`src/stage_pkg.sv`:
```
`default_nettype none

package stage_pkg;

    localparam int NUM_QUEUES    = 4;
    localparam int TABLE_DEPTH   = 8;
    localparam int QUEUE_CREDITS = 4;
    localparam int TABLE_IDX_W   = $clog2(TABLE_DEPTH);
    localparam int CREDIT_W      = $clog2(QUEUE_CREDITS + 1);

    // field order from msb down
    typedef struct packed {
        logic [15:0]           dst_port;
        logic [15:0]           src_port;
        logic [31:0]           dst_ip;
        logic [31:0]           src_ip;
        logic [11:0]           vlan;
        logic [NUM_QUEUES-1:0] queue_map;
        logic [15:0]           meta;
    } phv_t;

    typedef struct packed {
        logic [31:0] dst_ip;
        logic [15:0] dst_port;
    } key_t;

    typedef enum logic [1:0] {
        OP_NOP      = 2'd0,
        OP_SET_VLAN = 2'd1,
        OP_ADD_META = 2'd2,
        OP_DROP     = 2'd3
    } act_op_t;

    typedef struct packed {
        act_op_t               op;
        logic [NUM_QUEUES-1:0] queue_map;
        logic [15:0]           operand;
    } action_t;

    typedef struct packed {
        logic                   wr_en;
        logic [TABLE_IDX_W-1:0] index;
        logic                   entry_valid;
        key_t                   key;
        action_t                action;
    } cfg_t;

    typedef struct packed {
        logic valid;
        key_t key;
        phv_t phv;
    } keyed_phv_t;

    typedef struct packed {
        logic    valid;
        action_t action;
        phv_t    phv;
    } acted_phv_t;

    // miss goes to queue 0 untouched
    localparam action_t DEFAULT_ACTION = '{op: OP_NOP, queue_map: 4'b0001, operand: 16'h0000};

endpackage

`default_nettype wire

```
`src/key_extract.sv`:
```
`timescale 1ns/1ps
`default_nettype none

module key_extract (
    input  wire                    axis_clk,
    input  wire                    aresetn,
    input  wire stage_pkg::phv_t   phv_in,
    input  wire                    phv_in_valid,
    input  wire                    advance,
    output stage_pkg::keyed_phv_t  key_out
);

    import stage_pkg::*;

    logic valid_q;
    key_t key_q;
    phv_t phv_q;
    key_t key_next;

    // exact key is dst_ip then dst_port
    always_comb begin
        key_next.dst_ip   = phv_in.dst_ip;
        key_next.dst_port = phv_in.dst_port;
    end

    always_ff @(posedge axis_clk) begin
        if (!aresetn) begin
            valid_q <= 1'b0;
        end else if (advance) begin
            valid_q <= phv_in_valid;
        end
    end

    always_ff @(posedge axis_clk) begin
        if (advance) begin
            key_q <= key_next;
            phv_q <= phv_in;
        end
    end

    assign key_out = '{valid: valid_q, key: key_q, phv: phv_q};

endmodule

`default_nettype wire

```
`src/match_table.sv`:
```
`timescale 1ns/1ps
`default_nettype none

module match_table (
    input  wire                    axis_clk,
    input  wire                    aresetn,
    input  wire stage_pkg::cfg_t   cfg,
    input  wire stage_pkg::keyed_phv_t keyed_in,
    input  wire                    advance,
    output stage_pkg::acted_phv_t  acted_out
);

    import stage_pkg::*;

    logic [TABLE_DEPTH-1:0] entry_valid;
    key_t                   entry_key    [TABLE_DEPTH];
    action_t                entry_action [TABLE_DEPTH];

    action_t hit_action;
    logic    valid_q;
    action_t action_q;
    phv_t    phv_q;

    // entry valid bits are the only table state under reset
    always_ff @(posedge axis_clk) begin
        if (!aresetn) begin
            entry_valid <= '0;
        end else if (cfg.wr_en) begin
            entry_valid[cfg.index] <= cfg.entry_valid;
        end
    end

    always_ff @(posedge axis_clk) begin
        if (cfg.wr_en) begin
            entry_key[cfg.index]    <= cfg.key;
            entry_action[cfg.index] <= cfg.action;
        end
    end

    // walk downward so the lowest hit index wins
    always_comb begin
        hit_action = DEFAULT_ACTION;
        for (int i = TABLE_DEPTH - 1; i >= 0; i--) begin
            if (entry_valid[i] && (entry_key[i] == keyed_in.key)) begin
                hit_action = entry_action[i];
            end
        end
    end

    always_ff @(posedge axis_clk) begin
        if (!aresetn) begin
            valid_q <= 1'b0;
        end else if (advance) begin
            valid_q <= keyed_in.valid;
        end
    end

    always_ff @(posedge axis_clk) begin
        if (advance) begin
            action_q <= hit_action;
            phv_q    <= keyed_in.phv;
        end
    end

    assign acted_out = '{valid: valid_q, action: action_q, phv: phv_q};

    a_cfg_index: assert property (@(posedge axis_clk) disable iff (!aresetn)
        cfg.wr_en |-> (int'(cfg.index) < TABLE_DEPTH))
        else $error("cfg write to index %0d beyond table", cfg.index);

endmodule

`default_nettype wire

```
`src/action_engine.sv`:
```
`timescale 1ns/1ps
`default_nettype none

module action_engine (
    input  wire                        axis_clk,
    input  wire                        aresetn,
    input  wire stage_pkg::acted_phv_t acted_in,
    input  wire                        advance,
    output stage_pkg::phv_t            phv_out,
    output logic                       phv_out_valid
);

    import stage_pkg::*;

    phv_t phv_next;
    phv_t phv_q;
    logic valid_q;

    always_comb begin
        phv_next = acted_in.phv;
        case (acted_in.action.op)
            OP_SET_VLAN: begin
                phv_next.vlan = acted_in.action.operand[11:0];
            end
            OP_ADD_META: begin
                // wraps at 16 bits
                phv_next.meta = acted_in.phv.meta + acted_in.action.operand;
            end
            default: begin
                phv_next.vlan = acted_in.phv.vlan;
            end
        endcase

        if (acted_in.action.op == OP_DROP) begin
            phv_next.queue_map = '0;
        end else begin
            phv_next.queue_map = acted_in.action.queue_map;
        end
    end

    always_ff @(posedge axis_clk) begin
        if (!aresetn) begin
            valid_q <= 1'b0;
        end else if (advance) begin
            valid_q <= acted_in.valid;
        end
    end

    always_ff @(posedge axis_clk) begin
        if (advance) begin
            phv_q <= phv_next;
        end
    end

    assign phv_out       = phv_q;
    assign phv_out_valid = valid_q;

    // payload regs have no reset, so an X here means a bubble got marked valid
    a_known_phv: assert property (@(posedge axis_clk) disable iff (!aresetn)
        phv_out_valid |-> !$isunknown(phv_out))
        else $error("valid phv with unknown bits at action output");

endmodule

`default_nettype wire

```
`src/credit_counter.sv`:
```
`timescale 1ns/1ps
`default_nettype none

module credit_counter (
    input  wire                               axis_clk,
    input  wire                               aresetn,
    input  wire  [stage_pkg::NUM_QUEUES-1:0]  credit_return,
    input  wire  [stage_pkg::NUM_QUEUES-1:0]  consume,
    output logic [stage_pkg::NUM_QUEUES-1:0]  has_credit
);

    import stage_pkg::*;

    logic [CREDIT_W-1:0] count [NUM_QUEUES];

    // return and consume may land on the same edge
    always_ff @(posedge axis_clk) begin
        if (!aresetn) begin
            for (int q = 0; q < NUM_QUEUES; q++) begin
                count[q] <= CREDIT_W'(QUEUE_CREDITS);
            end
        end else begin
            for (int q = 0; q < NUM_QUEUES; q++) begin
                count[q] <= count[q] + CREDIT_W'(credit_return[q])
                            - CREDIT_W'(consume[q]);
            end
        end
    end

    always_comb begin
        for (int q = 0; q < NUM_QUEUES; q++) begin
            has_credit[q] = (count[q] != '0);
        end
    end

    for (genvar g = 0; g < NUM_QUEUES; g++) begin : g_chk
        // a queue returning more than it was given
        a_no_overflow: assert property (@(posedge axis_clk) disable iff (!aresetn)
            int'(count[g]) <= QUEUE_CREDITS)
            else $error("queue %0d credit count above limit", g);

        a_no_underflow: assert property (@(posedge axis_clk) disable iff (!aresetn)
            consume[g] |-> (count[g] != '0))
            else $error("queue %0d consumed with no credit", g);
    end

endmodule

`default_nettype wire

```
`src/queue_dispatch.sv`:
```
`timescale 1ns/1ps
`default_nettype none

module queue_dispatch (
    input  wire                               axis_clk,
    input  wire                               aresetn,
    input  wire stage_pkg::phv_t              phv_in,
    input  wire                               phv_in_valid,
    output logic                              accept,
    input  wire  [stage_pkg::NUM_QUEUES-1:0]  has_credit,
    output logic [stage_pkg::NUM_QUEUES-1:0]  consume,
    output stage_pkg::phv_t                   q_phv,
    output logic [stage_pkg::NUM_QUEUES-1:0]  q_valid
);

    import stage_pkg::*;

    typedef enum logic {
        IDLE,
        HOLD
    } state_t;

    state_t state;
    logic   credit_ok;
    logic   emit;

    // an empty map passes trivially and retires silently
    assign credit_ok = ((q_phv.queue_map & ~has_credit) == '0);
    assign emit      = (state == HOLD) && credit_ok;
    assign accept    = (state == IDLE) || emit;
    assign q_valid   = emit ? q_phv.queue_map : '0;
    assign consume   = q_valid;

    always_ff @(posedge axis_clk) begin
        if (!aresetn) begin
            state <= IDLE;
        end else begin
            case (state)
                IDLE: begin
                    if (phv_in_valid) begin
                        state <= HOLD;
                    end
                end
                HOLD: begin
                    // back to back when the next phv is waiting
                    if (emit && !phv_in_valid) begin
                        state <= IDLE;
                    end
                end
                default: state <= IDLE;
            endcase
        end
    end

    always_ff @(posedge axis_clk) begin
        if (accept && phv_in_valid) begin
            q_phv <= phv_in;
        end
    end

    a_credit_gate: assert property (@(posedge axis_clk) disable iff (!aresetn)
        (q_valid & ~has_credit) == '0)
        else $error("q_valid %b sent without credit %b", q_valid, has_credit);

endmodule

`default_nettype wire

```
`src/last_stage.sv`:
```
`timescale 1ns/1ps
`default_nettype none

module last_stage (
    input  wire                               axis_clk,
    input  wire                               aresetn,
    input  wire stage_pkg::phv_t              phv_in,
    input  wire                               phv_in_valid,
    output logic                              stage_ready,
    input  wire stage_pkg::cfg_t              cfg,
    output stage_pkg::phv_t                   q_phv,
    output logic [stage_pkg::NUM_QUEUES-1:0]  q_valid,
    input  wire  [stage_pkg::NUM_QUEUES-1:0]  q_credit
);

    import stage_pkg::*;

    keyed_phv_t keyed;
    acted_phv_t acted;
    phv_t       ae_phv;
    logic       ae_valid;
    logic       disp_accept;

    logic [NUM_QUEUES-1:0] has_credit;
    logic [NUM_QUEUES-1:0] consume;

    logic ke_adv;
    logic mt_adv;
    logic ae_adv;

    // ready chain, a slot moves when the next one is empty or moving
    assign ae_adv      = !ae_valid || disp_accept;
    assign mt_adv      = !acted.valid || ae_adv;
    assign ke_adv      = !keyed.valid || mt_adv;
    assign stage_ready = ke_adv;

    key_extract u_key_extract (
        .axis_clk     (axis_clk),
        .aresetn      (aresetn),
        .phv_in       (phv_in),
        .phv_in_valid (phv_in_valid),
        .advance      (ke_adv),
        .key_out      (keyed)
    );

    match_table u_match_table (
        .axis_clk  (axis_clk),
        .aresetn   (aresetn),
        .cfg       (cfg),
        .keyed_in  (keyed),
        .advance   (mt_adv),
        .acted_out (acted)
    );

    action_engine u_action_engine (
        .axis_clk      (axis_clk),
        .aresetn       (aresetn),
        .acted_in      (acted),
        .advance       (ae_adv),
        .phv_out       (ae_phv),
        .phv_out_valid (ae_valid)
    );

    credit_counter u_credit_counter (
        .axis_clk      (axis_clk),
        .aresetn       (aresetn),
        .credit_return (q_credit),
        .consume       (consume),
        .has_credit    (has_credit)
    );

    queue_dispatch u_queue_dispatch (
        .axis_clk     (axis_clk),
        .aresetn      (aresetn),
        .phv_in       (ae_phv),
        .phv_in_valid (ae_valid),
        .accept       (disp_accept),
        .has_credit   (has_credit),
        .consume      (consume),
        .q_phv        (q_phv),
        .q_valid      (q_valid)
    );

endmodule

`default_nettype wire

```
`config.mk`:
```
export PLATFORM = sky130hd
export DESIGN_NAME = last_stage
export DESIGN_NICKNAME = d
export VERILOG_FILES = /design/src/stage_pkg.sv /design/src/key_extract.sv /design/src/match_table.sv /design/src/action_engine.sv /design/src/credit_counter.sv /design/src/queue_dispatch.sv /design/src/last_stage.sv
export SDC_FILE = /design/constraint.sdc
export NUM_CORES = 1
export LEC_CHECK = 0
export ABC_CLOCK_PERIOD_IN_PS = 12000
export BUFFER_PORTS_ARGS = -buffer_cell sky130_fd_sc_hd__buf_4
export CAP_MARGIN = 0
export CELL_PAD_IN_SITES_DETAIL_PLACEMENT = 0
export CELL_PAD_IN_SITES_GLOBAL_PLACEMENT = 2
export CORE_MARGIN = 3
export CORE_UTILIZATION = 32
export CTS_CLUSTER_SIZE = 8
export DETAILED_ROUTE_END_ITERATION = 6
export PLACE_DENSITY = 0.63
export RECOVER_POWER = 100
export SYNTH_ARGS = -nofsm -noshare
export SYNTH_HDL_FRONTEND = slang
export SYNTH_HIERARCHICAL = 1
export SYNTH_SLANG_ARGS = --single-unit
```
`constraint.sdc`:
```
create_clock -name axis_clk -period 12 [get_ports axis_clk]
set_input_delay 1.8 -clock axis_clk [delete_from_list [all_inputs] [get_ports axis_clk]]
set_output_delay 1.8 -clock axis_clk [all_outputs]
set_load 0.03 [all_outputs]
```
==> results of run 1 <==
## critical path, delay by kind of cell (launching register included)
kind,cells,cell delay [ns]
AOI/OAI and AO/OA,3,1.08
xor gates and xnor gates,1,0.15
buffers and inverters,3,3.14
DFF,1,0.31
and+or+nand+nor,3,2.16
## metal layers
metal  wire, um  track usage  part of all wire
met1      51500        0.234              0.44
met2      55300        0.269              0.47
met3       7760       0.0387             0.066
met4       3350       0.0630             0.028
met5         36            0           0.00031
## power by group
group | switching, mW | internal, mW
logic | 0.195 | 0.114
registers | 0.0893 | 4.42
clock network | 1.59 | 2.35
## layout make-up
cell class	instances	area [um2]
inverters	82	308
multi-input cells	966	7660
diodes	13	32.5
fillers	12100	80500
flip-flops and latches	1110	33100
repair buffers	382	1920
clock buffers	181	4030
well taps	1742	2180
clock inverters	16	275
## flip-flops by register name (all words and copies together), names as in the netlist
| name | count |
|---|---|
| u_key_extract/key_out | 124 |
| u_queue_dispatch/state | 1 |
| u_credit_counter/count | 12 |
| u_action_engine/phv_out | 128 |
| u_key_extract/valid_q | 1 |
| u_match_table/entry_valid | 8 |
| u_queue_dispatch/q_phv | 128 |
| u_action_engine/phv_out_valid | 1 |
| u_match_table/entry_key | 384 |
| u_match_table/entry_action | 176 |
| u_match_table/valid_q | 1 |
| u_match_table/acted_out | 146 |
## cell usage in the layout (no fill, tap or decap), types with 17 or more instances in the layout
master	instances
sky130_fd_sc_hd__nor3_1	39
sky130_fd_sc_hd__nand2b_1	17
sky130_fd_sc_hd__a311o_1	21
sky130_fd_sc_hd__edfxtp_1	1086
sky130_fd_sc_hd__xor2_1	231
sky130_fd_sc_hd__clkbuf_4	105
sky130_fd_sc_hd__xnor2_1	120
sky130_fd_sc_hd__o21ai_0	45
sky130_fd_sc_hd__buf_4	20
sky130_fd_sc_hd__nor4_1	62
sky130_fd_sc_hd__nand4_1	38
sky130_fd_sc_hd__a22oi_2	19
sky130_fd_sc_hd__clkbuf_1	279
sky130_fd_sc_hd__ha_1	23
sky130_fd_sc_hd__nand3_1	34
sky130_fd_sc_hd__nand2_1	62
sky130_fd_sc_hd__o31ai_1	23
sky130_fd_sc_hd__o221ai_2	20
sky130_fd_sc_hd__inv_1	75
sky130_fd_sc_hd__a221oi_1	24
sky130_fd_sc_hd__nor2b_1	19
sky130_fd_sc_hd__dfxtp_1	24
sky130_fd_sc_hd__clkbuf_16	157
## path summary, 6_finish.rpt
kind	from	to	slack, ns	cells after the start
max reg2reg	u_key_extract/key_out[121]	u_match_table/acted_out[140]	4.88	10
min	u_key_extract/key_out[29]	u_match_table/acted_out[29]	0.41	0
min reg2reg	u_key_extract/key_out[29]	u_match_table/acted_out[29]	0.41	0
max	u_key_extract/key_out[121]	u_match_table/acted_out[140]	4.88	10
==> out/results.txt, run 1 <==
The global-route wire length before repair was 165 mm; the post-synthesis cell count was 2303. The critical path endpoint category was a flip-flop. The period utilization was 0.594.

Detailed placement ended at an HPWL of 74.3 mm. Signed area change from the synthesized netlist to the final layout: 17.7%. The clock sink total is 1110. The total chip power is 8.76 mW, and the height of the die is 369 um. Routability-driven placement finished with a final weighted congestion of 0.806. The first-iteration detailed-routing DRC count came out at 1993. TritonCTS built the clock tree.

The run gives 0 as the aggregate global routing overflow. The later-pin clock latency in the skew report was 0.77 ns. The initial standard-cell utilization of the core is 0.324, and the via count of the first global-routing pass is 22500. The tools report the overall die area as 0.136 mm2. The logs give 0 for the final antenna-violating net count and 12.52 ns for the data required time at the worst endpoint. The die is 369 um wide. The post-placement cell count is 4282, and the total vias in the final route is 21500. The logs give 0.0495 mm2 for the post-route cell area and 16.6 nW for the static power due to leakage. Entering global routing, the biggest net connects 125 pins.

Max-cap violations in this run came to 25. The final-layout setup total negative slack is 0 ns, and the final net count is 2937. The total track usage was 0.172; the detail-routed via count per cell was 4.79.

The number of setup buffers added after CTS is 0. The number of nets in the synthesized netlist came out at 2541. The tightest hold path in the finished design has a slack of 0.406 ns.

The cell area that synthesis handed to floorplanning was 0.0421 mm2. Setup violations remaining at the end of the flow were counted as 0. Across the VDD grid, the largest voltage drop is 0.000124 V.

The Yosys step of the flow raised 6 warnings. The level count of the clock H-tree came out at 4. The delay contributed by the slowest stage of the critical path came out at 1.28 ns.

For the row count, the log shows 132. The minimum setup slack after placement is 7.62 ns, and the clock transition at the registers of the reported paths is 0.05 ns. For the maximum buffer depth of the clock tree, the log shows 3.

Traced cell by cell, the critical path runs through clkbuf_1, xor2_1, nor4_1, nand4_1, or4_1, clkbuf_1, o311ai_0, clkbuf_1, a221oi_1, a22oi_1. The tools report the kind of start point of the critical path as a flip-flop. Power spread over the standard cell area amounts to 177 mW/mm2. The core region is 0.130 mm2. The hold buffer count at CTS was 0; the total cell area at the placement stage was 0.0462 mm2. The clock arrives with 0.0310 ns of skew.

The slowest stage of the critical path is the sky130_fd_sc_hd__clkbuf_1 cell. The tools report the number of optimization iterations in the first detailed-route pass as 5. For this run, the number of standard cells in the final layout without fillers is 4492. The max-slew headroom at the worst pin is -2.68, and the total count of hold-check failures in the final report is 0. The run gives 22 as the initial antenna violation count. Most frequent cell on the critical path: sky130_fd_sc_hd__clkbuf_1. The total wirelength of the detailed-routed design was 118 mm; the mean instance size in the synthesized netlist was 18.3 um2.

Post-detailed-route DRC marker count: 0. Setup repair after global routing left no endpoint under its margin. In this run the worst hold path is classified as reg -> reg. The critical path class is reg -> reg. The maximum fanout along the worst path was 45.

The fraction of final layout cells sized beyond drive strength 1 is 0.136, and the per-cell routed wire length is 26.3 um. The final critical delay including setup and external delays was 7.12 ns. Based on the critical path, the design can be clocked at up to 140 MHz. Gates resized during post-CTS repair numbered 0.

The run gives 343 as the count of pins on the block boundary. The final reports fail on max-capacitance violations, max-slew violations. The cell sitting at the root of the clock tree is a sky130_fd_sc_hd__clkbuf_16.

The post-layout utilization of the core is 0.381, and the measured slew at the worst slew-check pin is 5.51 ns. The flow ran to the end, but the final reports show violations. Number of port buffers: 338. The TritonCTS buffer count is 157, and the count of pins over their slew limit is 979. Data on the critical path arrives at its endpoint at 7.64 ns. Setup slack on the critical path of the routed design comes to 4.88 ns.
Power figures use the tool's default switching activity.
==> inputs of run 2 (changes only) <==
- ABC_AREA: default -> 1
- ABC_CLOCK_PERIOD_IN_PS: 12000 -> 6200
- PLACE_DENSITY: 0.63 -> 0.69
- clock period: 12 -> 6.2 ns (I/O delays scaled with it)
==> run 2 against run 1 <==
The run still ends with max-capacitance violations, max-slew violations left. Largest power group unchanged. Final cell count grew 20%. Routed wire length increased by 13%. Flip-flop and latch count did not move. Die area rose by 3.3%. Sequential share of layout area shrank 2.2 points. Sequential power up 93%. Clock power rose by 97%. Clock-buffer cell count is 12 higher. Area after synthesis rose by 3.4%. Register-to-register slack lost 3.5 ns. Critical path type is now in -> reg. Largest cell class unchanged.
==> out/results.txt, run 2 <==
For the maximum buffer depth of the clock tree, the log shows 3 (unchanged). The net switching power figure was 3.83 mW (+100%); the row count was 134 (+1.5%). Beginning of the worst register-to-register path: u_credit_counter/count[0][10]. The worst setup path is launched from an input port. The most numerous cell type found on the critical path is sky130_fd_sc_hd__clkbuf_1. The count of pins over their slew limit came out at 739 (-25%).

The type of the worst min-delay path was in -> reg. The critical path class was in -> reg. The total vias in the final route is 25500 (+19%).

The hold-critical path depth was 1 (+1). The tools report the post-layout utilization of the core as 0.382 (+0.000871). The clock transition at the registers of the reported paths is 0.06 ns (about the same).

The tools report the sequential power share as 0.506 (-0.008). The worst-case vdd ir drop was 0.000269 V (+120%). The TritonCTS buffer count is 157 (unchanged). For this run, the top clock speed supported by timing is 198 MHz. The maximum fanout along the worst path works out to 40 (-11%). The final reports fail on max-capacitance violations, max-slew violations.

The fraction of final layout cells sized beyond drive strength 1 came out at 0.139 (+0.00294). The critical path endpoint category was a flip-flop. The total wirelength of the detailed-routed design is 134 mm (+13%), and the aggregate global routing overflow is 0 (unchanged). For the clock sink total, the log shows 1110 (unchanged).

Number of nets in the synthesized netlist: 3397 (+34%). The path length in cells of the critical path is 6 (-4). The number of optimization iterations in the first detailed-route pass is 5 (unchanged), and the largest clock skew in the final design is 0.0528 ns (+0.0218 ns).

The layout filler cell count is 12800 (+6.0%). The initial standard-cell utilization of the core was 0.324 (+0.000645); the weighted congestion reported at the end of routability-driven placement was 0.916 (+14%). The combinational share of power came out at 0.041 (+0.006).

The tools report the post-route cell area as 0.0512 mm2 (+3.4%). The detail-routed via count per cell works out to 4.75 (-0.79%). The global-route wire length before repair came out at 186 mm (+13%). The hold buffer count at CTS was 0 (unchanged). The data required time at the worst endpoint was 6.49 ns (-6.03 ns). The static power due to leakage is 19.0 nW (+14%), and the sum of buffers and inverters on the critical path is 4 (+1). The total track usage was 0.189 (+0.0172).

For the number of buffers added for setup after CTS, the log shows 0 (unchanged). The clock tree root driver cell was sky130_fd_sc_hd__clkbuf_16. The run gives 0.134 mm2 (+3.2%) as the core footprint. The per-cell routed wire length works out to 24.8 um (-5.4%). The final number of setup-violating endpoints was 0 (unchanged); the measured slew at the worst slew-check pin was 3.52 ns (-2.00 ns).

Setup repair after global routing left no endpoint under its margin. The logs give 3795 (+29%) for the final net count and 0 (unchanged) for the post-detailed-route DRC marker count. The initial antenna violation count is 17 (-23%), and the delay contributed by the slowest stage of the critical path is 2.15 ns (+0.87 ns). The later-pin clock latency in the skew report was 0.79 ns (+0.02 ns); the areal power density over the cells was 336 mW/mm2 (+90%). The number of port buffers was 338 (unchanged).

The height of the die is 375 um (+1.7%), and the via count of the first global-routing pass is 24900 (+11%). The internal power summed over all cells is 13.4 mW (+94%), and the level count of the clock H-tree is 4 (unchanged). Critical path's slowest cell: sky130_fd_sc_hd__clkbuf_1. The mean instance size in the synthesized netlist was 13.8 um2 (-25%).

The signed area change from the synthesized netlist to the final layout came out at 17.7% (about the same). Leaving out fill and tap cells, the most frequent cell in the layout is sky130_fd_sc_hd__edfxtp_1. Traced cell by cell, the critical path runs through clkbuf_4, nor2_1, inv_1, nor2_4, clkbuf_1, clkbuf_1. Ranked by flip-flop count, first place goes to u_match_table/entry_key. The tools report the arrival time reported for the critical path endpoint as 5.33 ns (-2.31 ns).

The library cells used most frequently in the layout, excluding fill and tap cells, are sky130_fd_sc_hd__edfxtp_1 (1086), sky130_fd_sc_hd__nand2_1 (782), sky130_fd_sc_hd__clkbuf_1 (270). The number of cells traversed by the worst register-to-register path came out at 9 (-1). Family with the most delay on the worst path: buffers and inverters. The worst hold path begins at phv_in[68].

The tools report the overall die area as 0.140 mm2 (+3.3%). Share of power burned in the clock network: 0.453 (+0.003). For the first-iteration detailed-routing DRC count, the log shows 2252 (+13%).

The netlist area before placement was 0.0435 mm2 (+3.4%); the final critical delay including setup and external delays was 5.04 ns. The count of pins on the block boundary is 343 (unchanged). The Yosys warning count is 6 (unchanged). Fraction of power spent switching nets: 0.223 (+0.00874). The logs give 0 (unchanged) for the final antenna-violating net count and 17.2 mW (+96%) for the total chip power. Start point of the critical path: cfg[71]. TritonCTS built the clock tree. Minimum setup slack after placement: 1.96 ns (-5.66 ns).

The post-cts sizing count is 0 (unchanged), and the period utilization is 0.813. The logs give 90.2 mm (+21%) for the HPWL reported at the end of detailed placement and 106 (-15%) for the largest net degree at the start of global routing. The final critical-path setup slack is 1.16 ns (-3.72 ns). The flip-flop count of the largest register, all copies and words added works out to 384 (unchanged). The run gives 20 (-20%) as the max-cap violation count.

The die width came out at 375 um (+1.7%). The total cell area at the placement stage is 0.0477 mm2 (+3.1%), and the max-slew headroom at the worst pin is -1.34 (+1.33). The flow ran to the end, but the final reports show violations. The run gives 3159 (+37%) as the post-synthesis cell count. For the total count of hold-check failures in the final report, the log shows 0 (unchanged).
## run 2: power by group through the flow
stage | registers, mW | clock network (mW) | logic (mW)
floorplan | 8.79 | 0 | 0.352
global route | 8.72 | 8.33 | 0.761
CTS | 8.69 | 8.03 | 0.747
finish | 8.70 | 7.79 | 0.703
global placement | 8.82 | 0 | 0.739
detailed placement | 8.83 | 0 | 0.743
## run 2: layout make-up
class / instances / area (um2) / share of cell area
Tap cell: 1768 / 2210 / 0.0432
Sequential cell: 1110 / 33100 / 0.646
Clock buffer: 193 / 4070 / 0.0796
Multi-Input combinational cell: 1611 / 8330 / 0.163
Inverter: 303 / 1140 / 0.0222
Antenna cell: 4 / 10.0 / 0.000196
Clock inverter: 17 / 362 / 0.00706
Timing Repair Buffer: 374 / 1970 / 0.0385
## run 2: metal layers
layer	track usage	vias up	routed length [um]
met5	0	-	46
met4	0.0564	8	3350
met3	0.0639	195	11700
met2	0.292	949	60500
met1	0.253	12600	58100
li1	-	11800	-
## run 2: through the flow
step | cells | hold WS [ns] | setup TNS [ns]
after global placement | 5166 | 0.400 | 0
after CTS | 5376 | 0.233 | 0
after global routing | 5376 | 0.274 | 0
after detailed placement | 5166 | 0.405 | 0
after floorplan | 3159 | 0.400 | -8.76
final | 5380 | 0.339 | 0
## run 2: worst register-to-register path, stage by stage (launching register included)
cell and delay, ns:
sky130_fd_sc_hd__dfxtp_1 0.41, sky130_fd_sc_hd__inv_1 0.10, sky130_fd_sc_hd__nand3_1 0.09, sky130_fd_sc_hd__inv_1 0.04, sky130_fd_sc_hd__nand2_1 0.05, sky130_fd_sc_hd__nand2_1 0.11
sky130_fd_sc_hd__o21ai_0 0.67, sky130_fd_sc_hd__inv_1 0.18, sky130_fd_sc_hd__nand2_1 2.28, sky130_fd_sc_hd__buf_12 0.42
## run 2: path summary, 6_finish.rpt
path | to | slack [ns]
worst max-delay path | u_match_table/entry_action[6][13] | 1.16
worst min-delay path | u_key_extract/key_out[68] | 0.34
worst max register to register | u_action_engine/phv_out[85] | 1.36
worst min register to register | u_match_table/acted_out[25] | 0.40
